==> src/verilog/sys_pkg.sv <==
`default_nettype none

package sys_pkg;

    // Major opcode field, instr[6:2]
    typedef enum logic [4:0] {
        OPC_SYSTEM = 5'b11100
    } opcode_e;

    // Operation class decided by the decode stage
    typedef enum logic [3:0] {
        SYS_CSR      = 4'd0,
        SYS_ECALL    = 4'd1,
        SYS_EBREAK   = 4'd2,
        SYS_MRET     = 4'd3,
        SYS_XRET_LOW = 4'd4,  // SRET and URET
        SYS_WFI      = 4'd5,
        SYS_SFENCE   = 4'd6,
        SYS_HLS      = 4'd7,  // Hypervisor load/store
        SYS_ILLEGAL  = 4'd8
    } sys_op_e;

    typedef enum logic [1:0] {
        USER    = 2'd0,
        MACHINE = 2'd3
    } priv_e;

    // Exception codes as written to mcause
    typedef enum logic [3:0] {
        EXC_ILLEGAL_INSTR  = 4'd2,
        EXC_BREAKPOINT     = 4'd3,
        EXC_ENV_CALL_UMODE = 4'd8,
        EXC_ENV_CALL_MMODE = 4'd11
    } trap_cause_e;

    localparam logic [11:0] CSR_MSTATUS  = 12'h300;
    localparam logic [11:0] CSR_MTVEC    = 12'h305;
    localparam logic [11:0] CSR_MSCRATCH = 12'h340;
    localparam logic [11:0] CSR_MEPC     = 12'h341;
    localparam logic [11:0] CSR_MCAUSE   = 12'h342;

    // MPP occupies mstatus[12:11]
    localparam int MSTATUS_MPP_LSB = 11;

endpackage

`default_nettype wire
==> src/verilog/system_unit_top.sv <==
`default_nettype none

module system_unit_top #(
    parameter int XLEN = 32
) (
    input  wire                    clk,
    input  wire                    rst,
    input  wire                    req,
    input  wire [31:0]             instr,
    input  wire [XLEN-1:0]         pc,
    input  wire [XLEN-1:0]         rs1_data,
    input  wire                    interrupt,
    output logic                   ack,
    output logic                   exception,
    output sys_pkg::trap_cause_e   trap_cause,
    output logic [XLEN-1:0]        result,
    output logic                   is_xret,
    output sys_pkg::priv_e         priv
);

    logic                 dec_valid;
    sys_pkg::sys_op_e     op;
    logic [XLEN-1:0]      dec_pc;
    logic [XLEN-1:0]      dec_rs1_data;
    logic [11:0]          dec_csr_addr;
    logic [2:0]           dec_funct3;
    logic [4:0]           dec_rd;
    logic [4:0]           dec_rs1;

    logic                 csr_req;
    logic [11:0]          csr_addr;
    logic [2:0]           csr_funct3;
    logic [4:0]           csr_uimm;
    logic [XLEN-1:0]      csr_wdata;
    logic [XLEN-1:0]      csr_rdata;
    logic                 csr_illegal;
    logic [XLEN-1:0]      mepc;
    logic [XLEN-1:0]      mtvec;

    logic                 ex_valid;
    logic                 ex_exception;
    sys_pkg::trap_cause_e ex_trap_cause;
    logic [XLEN-1:0]      ex_result;
    logic                 ex_is_xret;
    logic                 ex_is_wfi;
    logic [XLEN-1:0]      ex_pc;

    logic                 commit_trap;
    logic [XLEN-1:0]      trap_pc;
    sys_pkg::trap_cause_e commit_trap_cause;
    logic                 commit_mret;

    system_decode #(.XLEN(XLEN)) u_decode (
        .clk          (clk),
        .rst          (rst),
        .req          (req),
        .instr        (instr),
        .pc           (pc),
        .rs1_data     (rs1_data),
        .dec_valid    (dec_valid),
        .op           (op),
        .dec_pc       (dec_pc),
        .dec_rs1_data (dec_rs1_data),
        .csr_addr     (dec_csr_addr),
        .funct3       (dec_funct3),
        .rd           (dec_rd),
        .rs1          (dec_rs1)
    );

    exec_system #(.XLEN(XLEN)) u_exec (
        .clk           (clk),
        .rst           (rst),
        .dec_valid     (dec_valid),
        .op            (op),
        .dec_pc        (dec_pc),
        .dec_rs1_data  (dec_rs1_data),
        .csr_addr      (dec_csr_addr),
        .funct3        (dec_funct3),
        .rd            (dec_rd),
        .rs1           (dec_rs1),
        .csr_rdata     (csr_rdata),
        .csr_illegal   (csr_illegal),
        .priv          (priv),
        .mepc          (mepc),
        .mtvec         (mtvec),
        .csr_req       (csr_req),
        .csr_addr_o    (csr_addr),
        .csr_funct3    (csr_funct3),
        .csr_uimm      (csr_uimm),
        .csr_wdata     (csr_wdata),
        .ex_valid      (ex_valid),
        .ex_exception  (ex_exception),
        .ex_trap_cause (ex_trap_cause),
        .ex_result     (ex_result),
        .ex_is_xret    (ex_is_xret),
        .ex_is_wfi     (ex_is_wfi),
        .ex_pc         (ex_pc)
    );

    csr_file #(.XLEN(XLEN)) u_csr (
        .clk         (clk),
        .rst         (rst),
        .csr_req     (csr_req),
        .csr_addr    (csr_addr),
        .csr_funct3  (csr_funct3),
        .csr_uimm    (csr_uimm),
        .csr_wdata   (csr_wdata),
        .commit_trap (commit_trap),
        .trap_pc     (trap_pc),
        .trap_cause  (commit_trap_cause),
        .commit_mret (commit_mret),
        .csr_rdata   (csr_rdata),
        .csr_illegal (csr_illegal),
        .priv        (priv),
        .mepc        (mepc),
        .mtvec       (mtvec)
    );

    system_result #(.XLEN(XLEN)) u_result (
        .clk               (clk),
        .rst               (rst),
        .req               (req),
        .interrupt         (interrupt),
        .ex_valid          (ex_valid),
        .ex_exception      (ex_exception),
        .ex_trap_cause     (ex_trap_cause),
        .ex_result         (ex_result),
        .ex_is_xret        (ex_is_xret),
        .ex_is_wfi         (ex_is_wfi),
        .ex_pc             (ex_pc),
        .ack               (ack),
        .exception         (exception),
        .trap_cause        (trap_cause),
        .result            (result),
        .is_xret           (is_xret),
        .commit_trap       (commit_trap),
        .trap_pc           (trap_pc),
        .commit_trap_cause (commit_trap_cause),
        .commit_mret       (commit_mret)
    );

endmodule

`default_nettype wire

==> src/verilog/system_result.sv <==
`default_nettype none

module system_result #(
    parameter int XLEN = 32
) (
    input  wire                        clk,
    input  wire                        rst,
    input  wire                        req,
    input  wire                        interrupt,
    input  wire                        ex_valid,
    input  wire                        ex_exception,
    input  wire sys_pkg::trap_cause_e  ex_trap_cause,
    input  wire [XLEN-1:0]             ex_result,
    input  wire                        ex_is_xret,
    input  wire                        ex_is_wfi,
    input  wire [XLEN-1:0]             ex_pc,
    output logic                       ack,
    output logic                       exception,
    output sys_pkg::trap_cause_e       trap_cause,
    output logic [XLEN-1:0]            result,
    output logic                       is_xret,
    output logic                       commit_trap,
    output logic [XLEN-1:0]            trap_pc,
    output sys_pkg::trap_cause_e       commit_trap_cause,
    output logic                       commit_mret
);

    typedef enum logic [1:0] {
        IDLE,
        WAIT_WFI,
        ACKED,
        RELEASE
    } state_e;

    state_e state;

    always_ff @(posedge clk) begin
        if (rst) begin
            state       <= IDLE;
            ack         <= 1'b0;
            commit_trap <= 1'b0;
            commit_mret <= 1'b0;
        end else begin
            commit_trap <= 1'b0;  // Pulses only
            commit_mret <= 1'b0;
            case (state)
                IDLE: begin
                    if (ex_valid) begin
                        if (ex_is_wfi && !interrupt) begin
                            state <= WAIT_WFI;
                        end else begin
                            state       <= ACKED;
                            ack         <= 1'b1;
                            commit_trap <= ex_exception;
                            commit_mret <= ex_is_xret;
                        end
                    end
                end
                WAIT_WFI: begin
                    if (interrupt) begin
                        state <= ACKED;
                        ack   <= 1'b1;
                    end
                end
                ACKED: begin
                    if (!req) begin
                        state <= RELEASE;
                        ack   <= 1'b0;
                    end
                end
                default: state <= IDLE;  // RELEASE
            endcase
        end
    end

    always_ff @(posedge clk) begin
        if (state == IDLE && ex_valid) begin
            exception         <= ex_exception;
            trap_cause        <= ex_trap_cause;
            result            <= ex_result;
            is_xret           <= ex_is_xret;
            trap_pc           <= ex_pc;
            commit_trap_cause <= ex_trap_cause;
        end
    end

endmodule

`default_nettype wire

==> src/verilog/csr_file.sv <==
`default_nettype none

module csr_file #(
    parameter int XLEN = 32
) (
    input  wire                        clk,
    input  wire                        rst,
    input  wire                        csr_req,
    input  wire [11:0]                 csr_addr,
    input  wire [2:0]                  csr_funct3,
    input  wire [4:0]                  csr_uimm,
    input  wire [XLEN-1:0]             csr_wdata,
    input  wire                        commit_trap,
    input  wire [XLEN-1:0]             trap_pc,
    input  wire sys_pkg::trap_cause_e  trap_cause,
    input  wire                        commit_mret,
    output logic [XLEN-1:0]            csr_rdata,
    output logic                       csr_illegal,
    output sys_pkg::priv_e             priv,
    output logic [XLEN-1:0]            mepc,
    output logic [XLEN-1:0]            mtvec
);

    localparam int MPP = sys_pkg::MSTATUS_MPP_LSB;

    logic [XLEN-1:0] mstatus;
    logic [XLEN-1:0] mcause;
    logic [XLEN-1:0] mscratch;
    logic            known;
    logic [XLEN-1:0] src;
    logic [XLEN-1:0] new_val;
    logic            do_write;
    logic            wr_en;
    logic [1:0]      mpp;

    assign mpp = mstatus[MPP +: 2];

    always_comb begin
        known     = 1'b1;
        csr_rdata = '0;
        case (csr_addr)
            sys_pkg::CSR_MSTATUS:  csr_rdata = mstatus;
            sys_pkg::CSR_MTVEC:    csr_rdata = mtvec;
            sys_pkg::CSR_MEPC:     csr_rdata = mepc;
            sys_pkg::CSR_MCAUSE:   csr_rdata = mcause;
            sys_pkg::CSR_MSCRATCH: csr_rdata = mscratch;
            default:               known = 1'b0;
        endcase
    end

    // Every CSR held here is machine level and writable
    assign csr_illegal = !known || priv == sys_pkg::USER;

    // funct3[2] picks the zero-extended immediate
    assign src = csr_funct3[2] ? {{(XLEN-5){1'b0}}, csr_uimm} : csr_wdata;

    always_comb begin
        new_val  = src;
        do_write = 1'b1;
        case (csr_funct3[1:0])
            2'b01: new_val = src;  // RW
            2'b10: begin           // RS
                new_val  = csr_rdata | src;
                do_write = src != '0;
            end
            2'b11: begin           // RC
                new_val  = csr_rdata & ~src;
                do_write = src != '0;
            end
            default: do_write = 1'b0;
        endcase
    end

    assign wr_en = csr_req && !csr_illegal && do_write;

    always_ff @(posedge clk) begin
        if (rst) begin
            priv     <= sys_pkg::MACHINE;
            mstatus  <= '0;
            mtvec    <= '0;
            mepc     <= '0;
            mcause   <= '0;
            mscratch <= '0;
        end else if (commit_trap) begin
            mepc            <= trap_pc;
            mcause          <= {{(XLEN-4){1'b0}}, trap_cause};
            mstatus[MPP +: 2] <= priv;
            priv            <= sys_pkg::MACHINE;
        end else if (commit_mret) begin
            // Only U and M exist, anything else in MPP returns to user
            priv              <= (mpp == sys_pkg::MACHINE) ? sys_pkg::MACHINE : sys_pkg::USER;
            mstatus[MPP +: 2] <= sys_pkg::USER;
        end else if (wr_en) begin
            case (csr_addr)
                sys_pkg::CSR_MSTATUS:  mstatus  <= new_val;
                sys_pkg::CSR_MTVEC:    mtvec    <= new_val;
                sys_pkg::CSR_MEPC:     mepc     <= new_val;
                sys_pkg::CSR_MCAUSE:   mcause   <= new_val;
                sys_pkg::CSR_MSCRATCH: mscratch <= new_val;
                default: ;
            endcase
        end
    end

endmodule

`default_nettype wire

==> src/verilog/exec_system.sv <==
`default_nettype none

module exec_system #(
    parameter int XLEN = 32
) (
    input  wire                      clk,
    input  wire                      rst,
    input  wire                      dec_valid,
    input  wire sys_pkg::sys_op_e    op,
    input  wire [XLEN-1:0]           dec_pc,
    input  wire [XLEN-1:0]           dec_rs1_data,
    input  wire [11:0]               csr_addr,
    input  wire [2:0]                funct3,
    input  wire [4:0]                rd,
    input  wire [4:0]                rs1,
    input  wire [XLEN-1:0]           csr_rdata,
    input  wire                      csr_illegal,
    input  wire sys_pkg::priv_e      priv,
    input  wire [XLEN-1:0]           mepc,
    input  wire [XLEN-1:0]           mtvec,
    output logic                     csr_req,
    output logic [11:0]              csr_addr_o,
    output logic [2:0]               csr_funct3,
    output logic [4:0]               csr_uimm,
    output logic [XLEN-1:0]          csr_wdata,
    output logic                     ex_valid,
    output logic                     ex_exception,
    output sys_pkg::trap_cause_e     ex_trap_cause,
    output logic [XLEN-1:0]          ex_result,
    output logic                     ex_is_xret,
    output logic                     ex_is_wfi,
    output logic [XLEN-1:0]          ex_pc
);

    logic                 exc;
    sys_pkg::trap_cause_e cause;
    logic                 xret;
    logic                 wfi;
    logic [XLEN-1:0]      res;

    // CSR access goes out in the dec_valid cycle, csr_file answers combinationally
    assign csr_req    = dec_valid && op == sys_pkg::SYS_CSR;
    assign csr_addr_o = csr_addr;
    assign csr_funct3 = funct3;
    assign csr_uimm   = rs1;
    assign csr_wdata  = dec_rs1_data;

    always_comb begin
        exc   = 1'b0;
        cause = sys_pkg::EXC_ILLEGAL_INSTR;
        xret  = 1'b0;
        wfi   = 1'b0;
        case (op)
            sys_pkg::SYS_CSR: exc = csr_illegal;
            sys_pkg::SYS_ECALL: begin
                exc   = 1'b1;
                cause = (priv == sys_pkg::USER) ? sys_pkg::EXC_ENV_CALL_UMODE
                                                : sys_pkg::EXC_ENV_CALL_MMODE;
            end
            sys_pkg::SYS_EBREAK: begin
                exc   = 1'b1;
                cause = sys_pkg::EXC_BREAKPOINT;
            end
            sys_pkg::SYS_MRET: begin
                exc  = priv != sys_pkg::MACHINE;
                xret = priv == sys_pkg::MACHINE;
            end
            sys_pkg::SYS_WFI: begin
                exc = priv == sys_pkg::USER;  // TW not modelled, only user traps
                wfi = priv != sys_pkg::USER;
            end
            sys_pkg::SYS_SFENCE: ;  // No paging, nothing to flush
            default: exc = 1'b1;    // SRET/URET, HLS and bad encodings
        endcase
    end

    always_comb begin
        if (exc)
            res = mtvec;  // Trap target
        else if (xret)
            res = mepc;
        else if (op == sys_pkg::SYS_CSR && rd != 5'd0)
            res = csr_rdata;  // Old value, dropped when rd is x0
        else
            res = '0;
    end

    always_ff @(posedge clk) begin
        if (rst)
            ex_valid <= 1'b0;
        else
            ex_valid <= dec_valid;
    end

    always_ff @(posedge clk) begin
        if (dec_valid) begin
            ex_exception  <= exc;
            ex_trap_cause <= exc ? cause : sys_pkg::trap_cause_e'(4'd0);
            ex_result     <= res;
            ex_is_xret    <= xret;
            ex_is_wfi     <= wfi;
            ex_pc         <= dec_pc;
        end
    end

endmodule

`default_nettype wire

==> src/verilog/system_decode.sv <==
`default_nettype none

module system_decode #(
    parameter int XLEN = 32
) (
    input  wire                    clk,
    input  wire                    rst,
    input  wire                    req,
    input  wire [31:0]             instr,
    input  wire [XLEN-1:0]         pc,
    input  wire [XLEN-1:0]         rs1_data,
    output logic                   dec_valid,
    output sys_pkg::sys_op_e       op,
    output logic [XLEN-1:0]        dec_pc,
    output logic [XLEN-1:0]        dec_rs1_data,
    output logic [11:0]            csr_addr,
    output logic [2:0]             funct3,
    output logic [4:0]             rd,
    output logic [4:0]             rs1
);

    logic req_q;
    logic start;
    sys_pkg::sys_op_e op_next;

    wire [4:0] opcode_f = instr[6:2];
    wire [4:0] rd_f     = instr[11:7];
    wire [2:0] funct3_f = instr[14:12];
    wire [4:0] rs1_f    = instr[19:15];
    wire [4:0] rs2_f    = instr[24:20];
    wire [6:0] funct7_f = instr[31:25];

    assign start = req && !req_q;  // Rising edge of req

    always_comb begin
        op_next = sys_pkg::SYS_ILLEGAL;
        if (opcode_f == sys_pkg::OPC_SYSTEM) begin
            if (funct3_f == 3'b100)
                op_next = sys_pkg::SYS_HLS;
            else if (funct3_f != 3'b000)
                op_next = sys_pkg::SYS_CSR;
            else if (funct7_f == 7'b0001001)
                op_next = sys_pkg::SYS_SFENCE;
            else if (rs1_f == 5'd0 && rd_f == 5'd0) begin
                case ({funct7_f, rs2_f})
                    {7'b0000000, 5'b00000}: op_next = sys_pkg::SYS_ECALL;
                    {7'b0000000, 5'b00001}: op_next = sys_pkg::SYS_EBREAK;
                    {7'b0011000, 5'b00010}: op_next = sys_pkg::SYS_MRET;
                    {7'b0001000, 5'b00010},
                    {7'b0000000, 5'b00010}: op_next = sys_pkg::SYS_XRET_LOW;
                    {7'b0001000, 5'b00101}: op_next = sys_pkg::SYS_WFI;
                    default:                op_next = sys_pkg::SYS_ILLEGAL;
                endcase
            end
        end
    end

    always_ff @(posedge clk) begin
        if (rst) begin
            req_q     <= 1'b0;
            dec_valid <= 1'b0;
        end else begin
            req_q     <= req;
            dec_valid <= start;
        end
    end

    // Fields held until the next request
    always_ff @(posedge clk) begin
        if (start) begin
            op           <= op_next;
            dec_pc       <= pc;
            dec_rs1_data <= rs1_data;
            csr_addr     <= instr[31:20];
            funct3       <= funct3_f;
            rd           <= rd_f;
            rs1          <= rs1_f;
        end
    end

endmodule

`default_nettype wire

==> config.mk <==
export PLATFORM = sky130hd
export DESIGN_NAME = system_unit_top
export DESIGN_NICKNAME = d
export VERILOG_FILES = /design/src/verilog/sys_pkg.sv /design/src/verilog/system_unit_top.sv /design/src/verilog/system_result.sv /design/src/verilog/csr_file.sv /design/src/verilog/exec_system.sv /design/src/verilog/system_decode.sv
export SDC_FILE = /design/constraint.sdc
export NUM_CORES = 1
export LEC_CHECK = 0
export CORE_MARGIN = 8
export CORE_UTILIZATION = 63
export CTS_CLUSTER_SIZE = 24
export DETAILED_ROUTE_END_ITERATION = 12
export DONT_BUFFER_PORTS = 1
export GPL_TIMING_DRIVEN = 0
export PLACE_DENSITY = 0.82
export SETUP_SLACK_MARGIN = 0.15
export SLEW_MARGIN = 25
export SYNTH_ARGS = -nofsm -noshare
export SYNTH_HDL_FRONTEND = slang
export SYNTH_SLANG_ARGS = --single-unit
==> constraint.sdc <==
create_clock -name clk -period 5.4 [get_ports clk]
set_input_delay 0.27 -clock clk [delete_from_list [all_inputs] [get_ports clk]]
set_output_delay 0.27 -clock clk [all_outputs]
set_load 0.01 [all_outputs]
After elaboration in Yosys (flattened, before gate mapping)
Index checks and enable logic that the tools add are counted.
{"block": "word_totals", "out_inout_bits": 41, "ff_bits": 404, "elab_cells": 154}
{"block": "op_classes", "n_eq_ne": 31, "bitwise": 7, "n_reduce_logical": 43, "n_mux": 40}
{"operator": "32-bit 2-to-1 mux", "n": 8}
{"operator": "32-bit case mux with 5 select lines", "n": 1}
{"operator": "12-bit by 10-bit equality test with 1-bit output (second input constant)", "n": 6}
{"operator": "32-bit case mux with 2 select lines", "n": 1}
{"operator": "32-bit AND", "n": 1}
{"operator": "4-bit 2-to-1 mux", "n": 8}
{"operator": "32-bit inverter", "n": 1}
{"operator": "32-bit bitwise OR", "n": 1}
{"operator": "32-bit nonzero test", "n": 1}
{"operator": "13-bit 2-to-1 mux", "n": 2}
{"operator": "12-bit by 9-bit equality test with 1-bit output (second input constant)", "n": 2}
{"operator": "4-bit case mux with 5 select lines", "n": 1}
{"operator": "2-bit 2-to-1 mux", "n": 8}
{"operator": "12-bit by 1-bit equality test with 1-bit output (second input constant)", "n": 1}
{"operator": "12-bit by 2-bit equality test with 1-bit output (second input constant)", "n": 1}
{"operator": "12-bit zero test", "n": 1}
{"operator": "3-bit AND reduction", "n": 4}
{"operator": "4-bit AND reduction", "n": 3}
{"operator": "3-bit nonzero test", "n": 4}
{"operator": "2-bit equality test (second input constant)", "n": 5}
{"operator": "5-bit zero test", "n": 2}
{"operator": "2-bit inequality test (second input constant)", "n": 5}
{"operator": "4-bit by 2-bit equality test with 1-bit output (second input constant)", "n": 2}
{"operator": "4-bit by 3-bit equality test with 1-bit output (second input constant)", "n": 2}
{"operator": "25 further kinds", "n": 50}

Logic depth before layout (Yosys ltp)
Gate-level depths: netlist (run 1).
{"block": "depth", "word_depth": 11, "depth_mapped": 10, "mapped_depth_nobuf": 7}

Cells and area by module
Synthesis (run 1) repeated with hierarchy kept, for this count alone.
{"block": "hier_totals", "hier_cells": 1505, "hier_area_um2": 17625.7}
{"mod": "csr_file", "n_inst": 1, "seq_area_each_um2": 3223.1, "area_per_inst_um2": 8564.5, "cells_each": 1039}
{"mod": "exec_system", "n_inst": 1, "seq_area_each_um2": 2122.0, "area_per_inst_um2": 3532.1, "cells_each": 223}
{"mod": "system_decode", "n_inst": 1, "seq_area_each_um2": 2832.7, "area_per_inst_um2": 3099.2, "cells_each": 135}
{"mod": "system_result", "n_inst": 1, "seq_area_each_um2": 2202.1, "area_per_inst_um2": 2429.8, "cells_each": 108}

Worst setup path before layout (run 1)
No wires, ideal clock.
{"block": "synth_timing", "kind": "reg2reg", "from": "register u_decode.req_q", "to": "register u_decode.csr_addr[0], enable pin", "t_arrival_ns": 4.385, "path_buffers": 0, "slack_ns": 0.460, "path_stages_with_launch": 2, "setup_time_ns": 0.555, "synth_period_minus_slack_ns": 4.940, "t_required_ns": 4.845, "path_cell_list": "dfxtp_1 -> nor2b_1"}
{"block": "synth_between", "elab_chain_cells": 2}
{"element": "start, declared", "line_no": "system_decode.sv:22", "text": "logic req_q;"}
{"element": "start signal, assigned", "line_no": "system_decode.sv:63", "text": "req_q <= req;"}
{"element": "1-bit zero test", "line_no": "system_decode.sv:33", "text": "assign start = req && !req_q;"}
{"element": "1-bit logical AND", "line_no": "system_decode.sv:33"}
{"element": "net u_decode.start", "line_no": "system_decode.sv:23", "text": "logic start;"}
{"element": "end signal, assigned", "line_no": "system_decode.sv:74", "text": "csr_addr <= instr[31:20];"}
{"element": "end, declared", "line_no": "system_decode.sv:16", "text": "output logic [11:0] csr_addr,"}
The timed path passes the listed nets, and every way through them passes these cells.
A chain may end at the register's enable or synchronous reset.

Worst setup path in the final report (run 1)
{"block": "layout_timing", "from": "register u_decode.funct3[2]", "to": "register u_csr.mcause[31]"}
{"block": "layout_between", "elab_chain_cells": 5}
{"element": "start, declared", "line_no": "system_decode.sv:17", "text": "output logic [2:0] funct3,"}
{"element": "start signal, assigned", "line_no": "system_decode.sv:75", "text": "funct3 <= funct3_f;"}
{"element": "32-bit 2-to-1 mux (*)", "line_no": "csr_file.sv:55", "text": "assign src = csr_funct3[2] ? {{(XLEN-5){1'b0}}, csr_uimm} : csr_wdata;"}
{"element": "32-bit nonzero test", "line_no": "csr_file.sv:64, csr_file.sv:68"}
{"element": "1-bit case mux with 2 select lines", "line_no": "csr_file.sv:60", "text": "case (csr_funct3[1:0])"}
{"element": "1-bit logical AND", "line_no": "csr_file.sv:74", "text": "assign wr_en = csr_req && !csr_illegal && do_write;"}
{"element": "3-bit AND reduction (no line)"}
{"element": "end signal, assigned", "line_no": "csr_file.sv:86", "text": "mcause <= {{(XLEN-4){1'b0}}, trap_cause};"}
{"element": "end signal, assigned", "line_no": "csr_file.sv:98", "text": "sys_pkg::CSR_MCAUSE: mcause <= new_val;"}
{"element": "end, declared", "line_no": "csr_file.sv:27", "text": "logic [XLEN-1:0] mcause;"}
Mark *: on every way between the ends. The rest lies on a longest branch, timed or not.

==> results of run 1 <==
-- synth_stat cells, types with 5 or more instances --
library cell / n / area share, %
dfxtp_1: 169 / 20
nand2_1: 211 / 4.6
inv_1: 41 / 0.90
buf_4: 9 / 0.39
o2bb2ai_1: 31 / 1.6
nand3_1: 13 / 0.38
nor4_1: 11 / 0.40
nand4b_1: 5 / 0.26
a22o_1: 28 / 1.4
buf_1: 5 / 0.11
nor4b_1: 31 / 1.6
mux2_2: 6 / 0.39
o211ai_1: 6 / 0.26
a311o_1: 30 / 1.8
nor3_1: 7 / 0.20
and2_1: 6 / 0.22
mux2i_1: 61 / 3.6
or3_1: 5 / 0.18
or3b_2: 31 / 1.6
clkbuf_1: 89 / 1.9
buf_2: 17 / 0.50
a21oi_1: 157 / 4.6
o21ai_0: 24 / 0.70
a22oi_1: 10 / 0.44
a221oi_1: 50 / 2.6
edfxtp_1: 232 / 41
nor2_1: 55 / 1.2
and3_1: 32 / 1.2
nor2b_1: 34 / 1.2
o32ai_1: 30 / 1.5
a211oi_1: 5 / 0.22
-- path summary, 6_finish.rpt --
| check | endpoint | startpoint | cells after the start |
|---|---|---|---|
| min reg2reg | u_result.result[2] | u_exec.ex_result[2] | 0 |
| max | u_csr.mcause[31] | u_decode.funct3[2] | 7 |
| min | u_decode.op[3] | instr[3] | 2 |
| max reg2reg | u_csr.mcause[31] | u_decode.funct3[2] | 7 |
-- area by class of cell --
class	count	area (sq um)	share of cell area, %
Timing Repair Buffer	95	1001	5.043
Multi-Input combinational cell	944	6087	30.67
Clock inverter	21	166.4	0.8384
Sequential cell	401	10350	52.17
Tap cell	341	426.7	2.150
Clock buffer	51	1095	5.516
Inverter	42	157.7	0.7943
Buffer	126	560.5	2.824
-- stage by stage --
stage / std cells / setup slack (ns)
floorplan: 1513 / 0.4598
global placement: 1854 / -1.169
detailed placement: 1859 / 1.835
CTS: 2021 / 1.830
global route: 2021 / 1.392
finish: 2021 / 1.589
-- layer usage --
layer	wire, um	vias to the layer above	track usage [%]
met1	19920	6637	40.68
met4	3120	2	16.89
met3	7164	261	8.144
met2	24810	1090	50.97
li1	-	5971	-
met5	11	-	0
-- placed cells by master (no fill, tap or decap), drive strengths merged, types with 42 or more instances in the layout --
cell type / count
a21oi: 157
dlygate4sd3: 90
mux2i: 61
dfxtp: 169
clkbuf: 142
a221oi: 50
inv: 42
edfxtp: 232
nand2: 211
nor2: 56
-- where the power goes --
part | switching (W) | internal, W
registers | 0.0000706 | 0.00334
logic | 0.000257 | 0.000129
clock network | 0.00119 | 0.00154
total | 0.00152 | 0.00501
-- cell families after synthesis --
logic type | synth area share [%]
xor+xnor | 0.05109
simple gates | 14.46
mux | 3.955
compound gates | 16.66
fa+ha+maj | 0.2919
other cells | 0.02187
buf+inv | 4.189
flops | 60.37
-- worst reg2reg max path, delay by kind of cell, from the launching register on --
family / cells / cell delay, ns
buffers and inverters: 1 / 0.64
AO/OA/AOI/OAI: 3 / 1.31
flip-flops: 1 / 0.53
AND/OR/NAND/NOR: 3 / 1.26
-- repair_timing --
action	4_1_cts	5_1_grt
hold endpoints to repair	90	0
hold buffers	90	0
gates resized for setup	0	0
buffers inserted	0	0
==> out/metrics.yaml, run 1 <==
end_kind: "flop"
via_per_inst: 6.908
fillCellCount: 1819
routabilityCongestion: 1.013
finalNetCount: 1754
finalPower_w: 0.006526
whs_ns: 0.02085
vias: 13961
critPathArrivalTime_ns: 4.26
grt_max_degree: 46
fin_tns_setup_ns: 0
track_usage_pct: 32.27
drive_above_1_share_pct: 9.226
clock_tree.buffer_depth: 3
wl_um: 55030
crit_family: "compound AO/OA/AOI/OAI gates"
start_util_pct: 63.79
clkSinkCount: 401
crit_chain: "nor4_1, nand4_1, a32oi_2, a21o_1, clkbuf_1, nand2_1, a21oi_1"
clock_skew_ns: 0.01904
fp.dieW_um: 181.0
rows: 60
ff2ff_setup_slack_ns: 1.59
rsz0062_at_grt: "no"
start_kind: "flop"
worst_pin_slew_ns: 1.148
slowest_stage: "nor4_1"
syn-num-nets: 1617
synth_edf_count: 232
first_pass_iters: 6
crit_type: "flop to flop"
cts_buffers: 40
syn-cell-area_sq_mm: 0.01715
die_area_sq_mm: 0.03275
die_h_um: 181.0
htreeDepth: 2
status: "finished, final reports clean"
slew_viol_final: 0
async_reset_ff_share_pct: 0
period_needed_ns: 3.811
design.core.area_sq_mm: 0.02688
ir_worst_vdd_mv: 0.4289
leakagePower_nw: 6.438
dp_hpwl_um: 36380
ys_seq_area_share_pct: 60.37
num_antenna_cells: 0
ioPinCount: 141
design_area_sq_mm: 0.01985
critPathMaxStageDelay_ns: 0.81
synth_seq_cells: 401
postRouteAntennaNets: 0
cp.buffers_inverters: 1
clock.fmax_mhz: 262.4
final_util_pct: 73.85
cts_tree: "built"
setup_viol: 0
cp_max_fo: 10
yosysWarnings: 0
grt_pass1_vias: 13470
final_hold_viol_count: 0
min_period_over_period_pct: 70.58
io_buffers: 0
hp-class: "input port to flop"
drt_iter0_drc: 1839
dpl_cell_area_sq_mm: 0.01769
clock_latency_ns: 0.53
postSynthCellCount: 1513
p_per_area_mw_per_mm2: 328.8
grt_pass1_wl_um: 81360
post_drt_wl_per_cell_um: 27.23
cts.clk_slew.worst_paths_ns: 0.07
cts-root-buf: "clkbuf_16"
avgSynthCellArea_sq_um: 11.33
overflow: 0
drc: 0
relSlewSlack_pct: 23.19
synthDistinctLibCells: 70
synth_ff_type: "edfxtp_1"
grt_antenna_before_repair: 1
area_delta_synth_final_pct: 15.76
cp_data_required_time_ns: 5.85
drv_cap: 0
No activity file was read; power rests on OpenSTA's default activity.
==> run 2: changes to the inputs <==
clock period = 3.6 ns   (was 5.4 ns; I/O delays follow)
==> run 2 against run 1 <==
Compared with the run above:
- clock power grew 60%
- critical path depth grew 1
- register-to-register slack lost 1.5 ns
- flip-flop and latch count is the same
- sequential power grew 50%
- highest routed layer unchanged
==> out/metrics.yaml, run 2 (synthesis results as in run 1) <==
status: "finished, final reports clean"
cp_max_fo: 10
dp.cells: 1859
clkPwrFrac_pct: 43.5
p_int_w: 0.007769
stdcell_count: 2028
hp-class: "input port to flop"
postRouteAntennaNets: 0
grt_antenna_before_repair: 3
switching_power_w: 0.002309
post_drt_wl_per_cell_um: 26.96
area_delta_synth_final_pct: 17.03
crit_start: "u_decode.csr_addr[3]"
grt_pass1_vias: 13554
clock_latency_ns: 0.56
htreeDepth: 2
critPathArrivalTime_ns: 3.97
rsz0062_at_grt: "no"
p_per_area_mw_per_mm2: 502.3
rows: 60
slew_viol_final: 0
setup_ws_ns: 0.1061
design.core.area_sq_mm: 0.02688
finalNetCount: 1757
clock_skew_ns: 0.02772
drive_above_1_share_pct: 10.32
r2r_cells: 8
worst_pin_slew_ns: 1.193
start_util_pct: 63.79
period_needed_ns: 3.494
relSlewSlack_pct: 19.63
start_kind: "flop"
drt_iter0_drc: 1796
final_hold_viol_count: 0
final_util_pct: 74.66
crit_chain: "buf_2, nor4b_2, clkbuf_1, o2bb2ai_1, a221oi_1, a21oi_1, and3_1, a311o_1"
die_area_sq_mm: 0.03275
ir_worst_vdd_mv: 0.4702
path_depth: 8
swShare_pct: 22.91
leakagePower_nw: 6.533
cts-root-buf: "clkbuf_16"
via_per_inst: 6.896
grt_max_degree: 47
cts.clk_slew.worst_paths_ns: 0.06
setup_viol: 0
crit_family: "simple AND/OR/NAND/NOR gates"
routabilityCongestion: 1.006
layout_commonest_cell: "edfxtp_1"
critPathMaxStageDelay_ns: 1.01
ioPinCount: 141
p_seq_share_pct: 50.8
final_cell_mix: "232 x edfxtp_1, 211 x nand2_1, 168 x dfxtp_1"
clkSinkCount: 401
clock.fmax_mhz: 286.2
pre_cts_slack_ns: 0.03546
crit_type: "flop to flop"
r2r_end: "u_csr.mepc[0]"
wl_um: 54670
post_cts_buffers: 0
first_pass_iters: 8
design_area_sq_mm: 0.02007
overflow: 0
drv_cap: 0
ff2ff_setup_slack_ns: 0.11
die_h_um: 181.0
cp_data_required_time_ns: 4.07
combPwrFrac_pct: 5.7
fp.dieW_um: 181.0
slowest_stage: "nor4b_2"
grt_pass1_wl_um: 81460
whs_ns: 0.01834
vias: 13986
io_buffers: 0
reg2reg_from: "u_decode.csr_addr[3]"
dp_hpwl_um: 36030
clock_tree.buffer_depth: 3
cts_tree: "built"
cp.buffers_inverters: 2
dpl_cell_area_sq_mm: 0.01769
cts_buffers: 41
min_period_over_period_pct: 97.05
end_kind: "flop"
drc: 0
track_usage_pct: 32.26
cp-endpoint: "u_csr.mepc[0]"
[run 2: metal layers]
| metal | GRT usage (%) | routed length, um | vias up |
|---|---|---|---|
| met1 | 39.71 | 19740 | 6642 |
| met4 | 15.64 | 3123 | 2 |
| met3 | 9.990 | 7160 | 275 |
| met2 | 51.24 | 24630 | 1088 |
| li1 | - | - | 5979 |
| met5 | 0 | 12 | - |
[run 2: stage by stage]
step                power [W]  setup TNS, ns
detailed placement   0.005678              0
global placement     0.005654        -125.72
CTS                   0.01003              0
global route          0.01028              0
floorplan            0.005478              0
finish                0.01008              0
[run 2: power groups by stage]
stage | combinational [W] | sequential, W | clock (W)
5_1_grt | 0.000605 | 0.00513 | 0.00454
3_3_place_gp | 0.000427 | 0.00523 | 0
6_report | 0.000579 | 0.00512 | 0.00438
4_1_cts | 0.000548 | 0.00512 | 0.00436
3_5_place_dp | 0.000464 | 0.00521 | 0
2_1_floorplan | 0.000291 | 0.00519 | 0
[run 2: how the worst min path moves through the flow]
stage / depth (start not counted) / endpoint / slack [ns] / from
3_3_place_gp: 0 / u_decode.dec_rs1_data[2] / 0.28 / rs1_data[2]
3_5_place_dp: 0 / u_decode.dec_rs1_data[28] / 0.28 / rs1_data[28]
6_report: 5 / u_result.state[0] / 0.02 / interrupt
2_1_floorplan: 0 / u_decode.csr_addr[0] / 0.28 / instr[20]
5_1_grt: 1 / u_decode.dec_pc[29] / 0.04 / req
4_1_cts: 3 / u_decode.op[3] / 0.003 / instr[13]
[run 2: repair_timing]
action / 4_1_cts / 5_1_grt
hold buffers: 92 / 0
endpoints found under the hold margin: 93 / 0
resized for setup: 3 / 17
endpoints found under the setup margin: 56 / 99
[run 2: cell type report]
class,instances,area (sq um)
Buffer,126,566.8
Multi-Input combinational cell,944,6140
Sequential cell,401,10350
Clock inverter,20,202.7
Antenna cell,1,2.502
Tap cell,341,426.7
Timing Repair Buffer,97,1021
Fill cell,1773,6810
Inverter,42,157.7
Clock buffer,56,1195
[run 2: worst reg2reg max path, cell delays in order (launching register included)]
cell and delay, ns:
edfxtp_1 0.35, buf_2 0.22, nor4b_2 1.02, clkbuf_1 0.60, o2bb2ai_1 0.23, a221oi_1 0.11, a21oi_1 0.53, and3_1 0.25
a311o_1 0.11
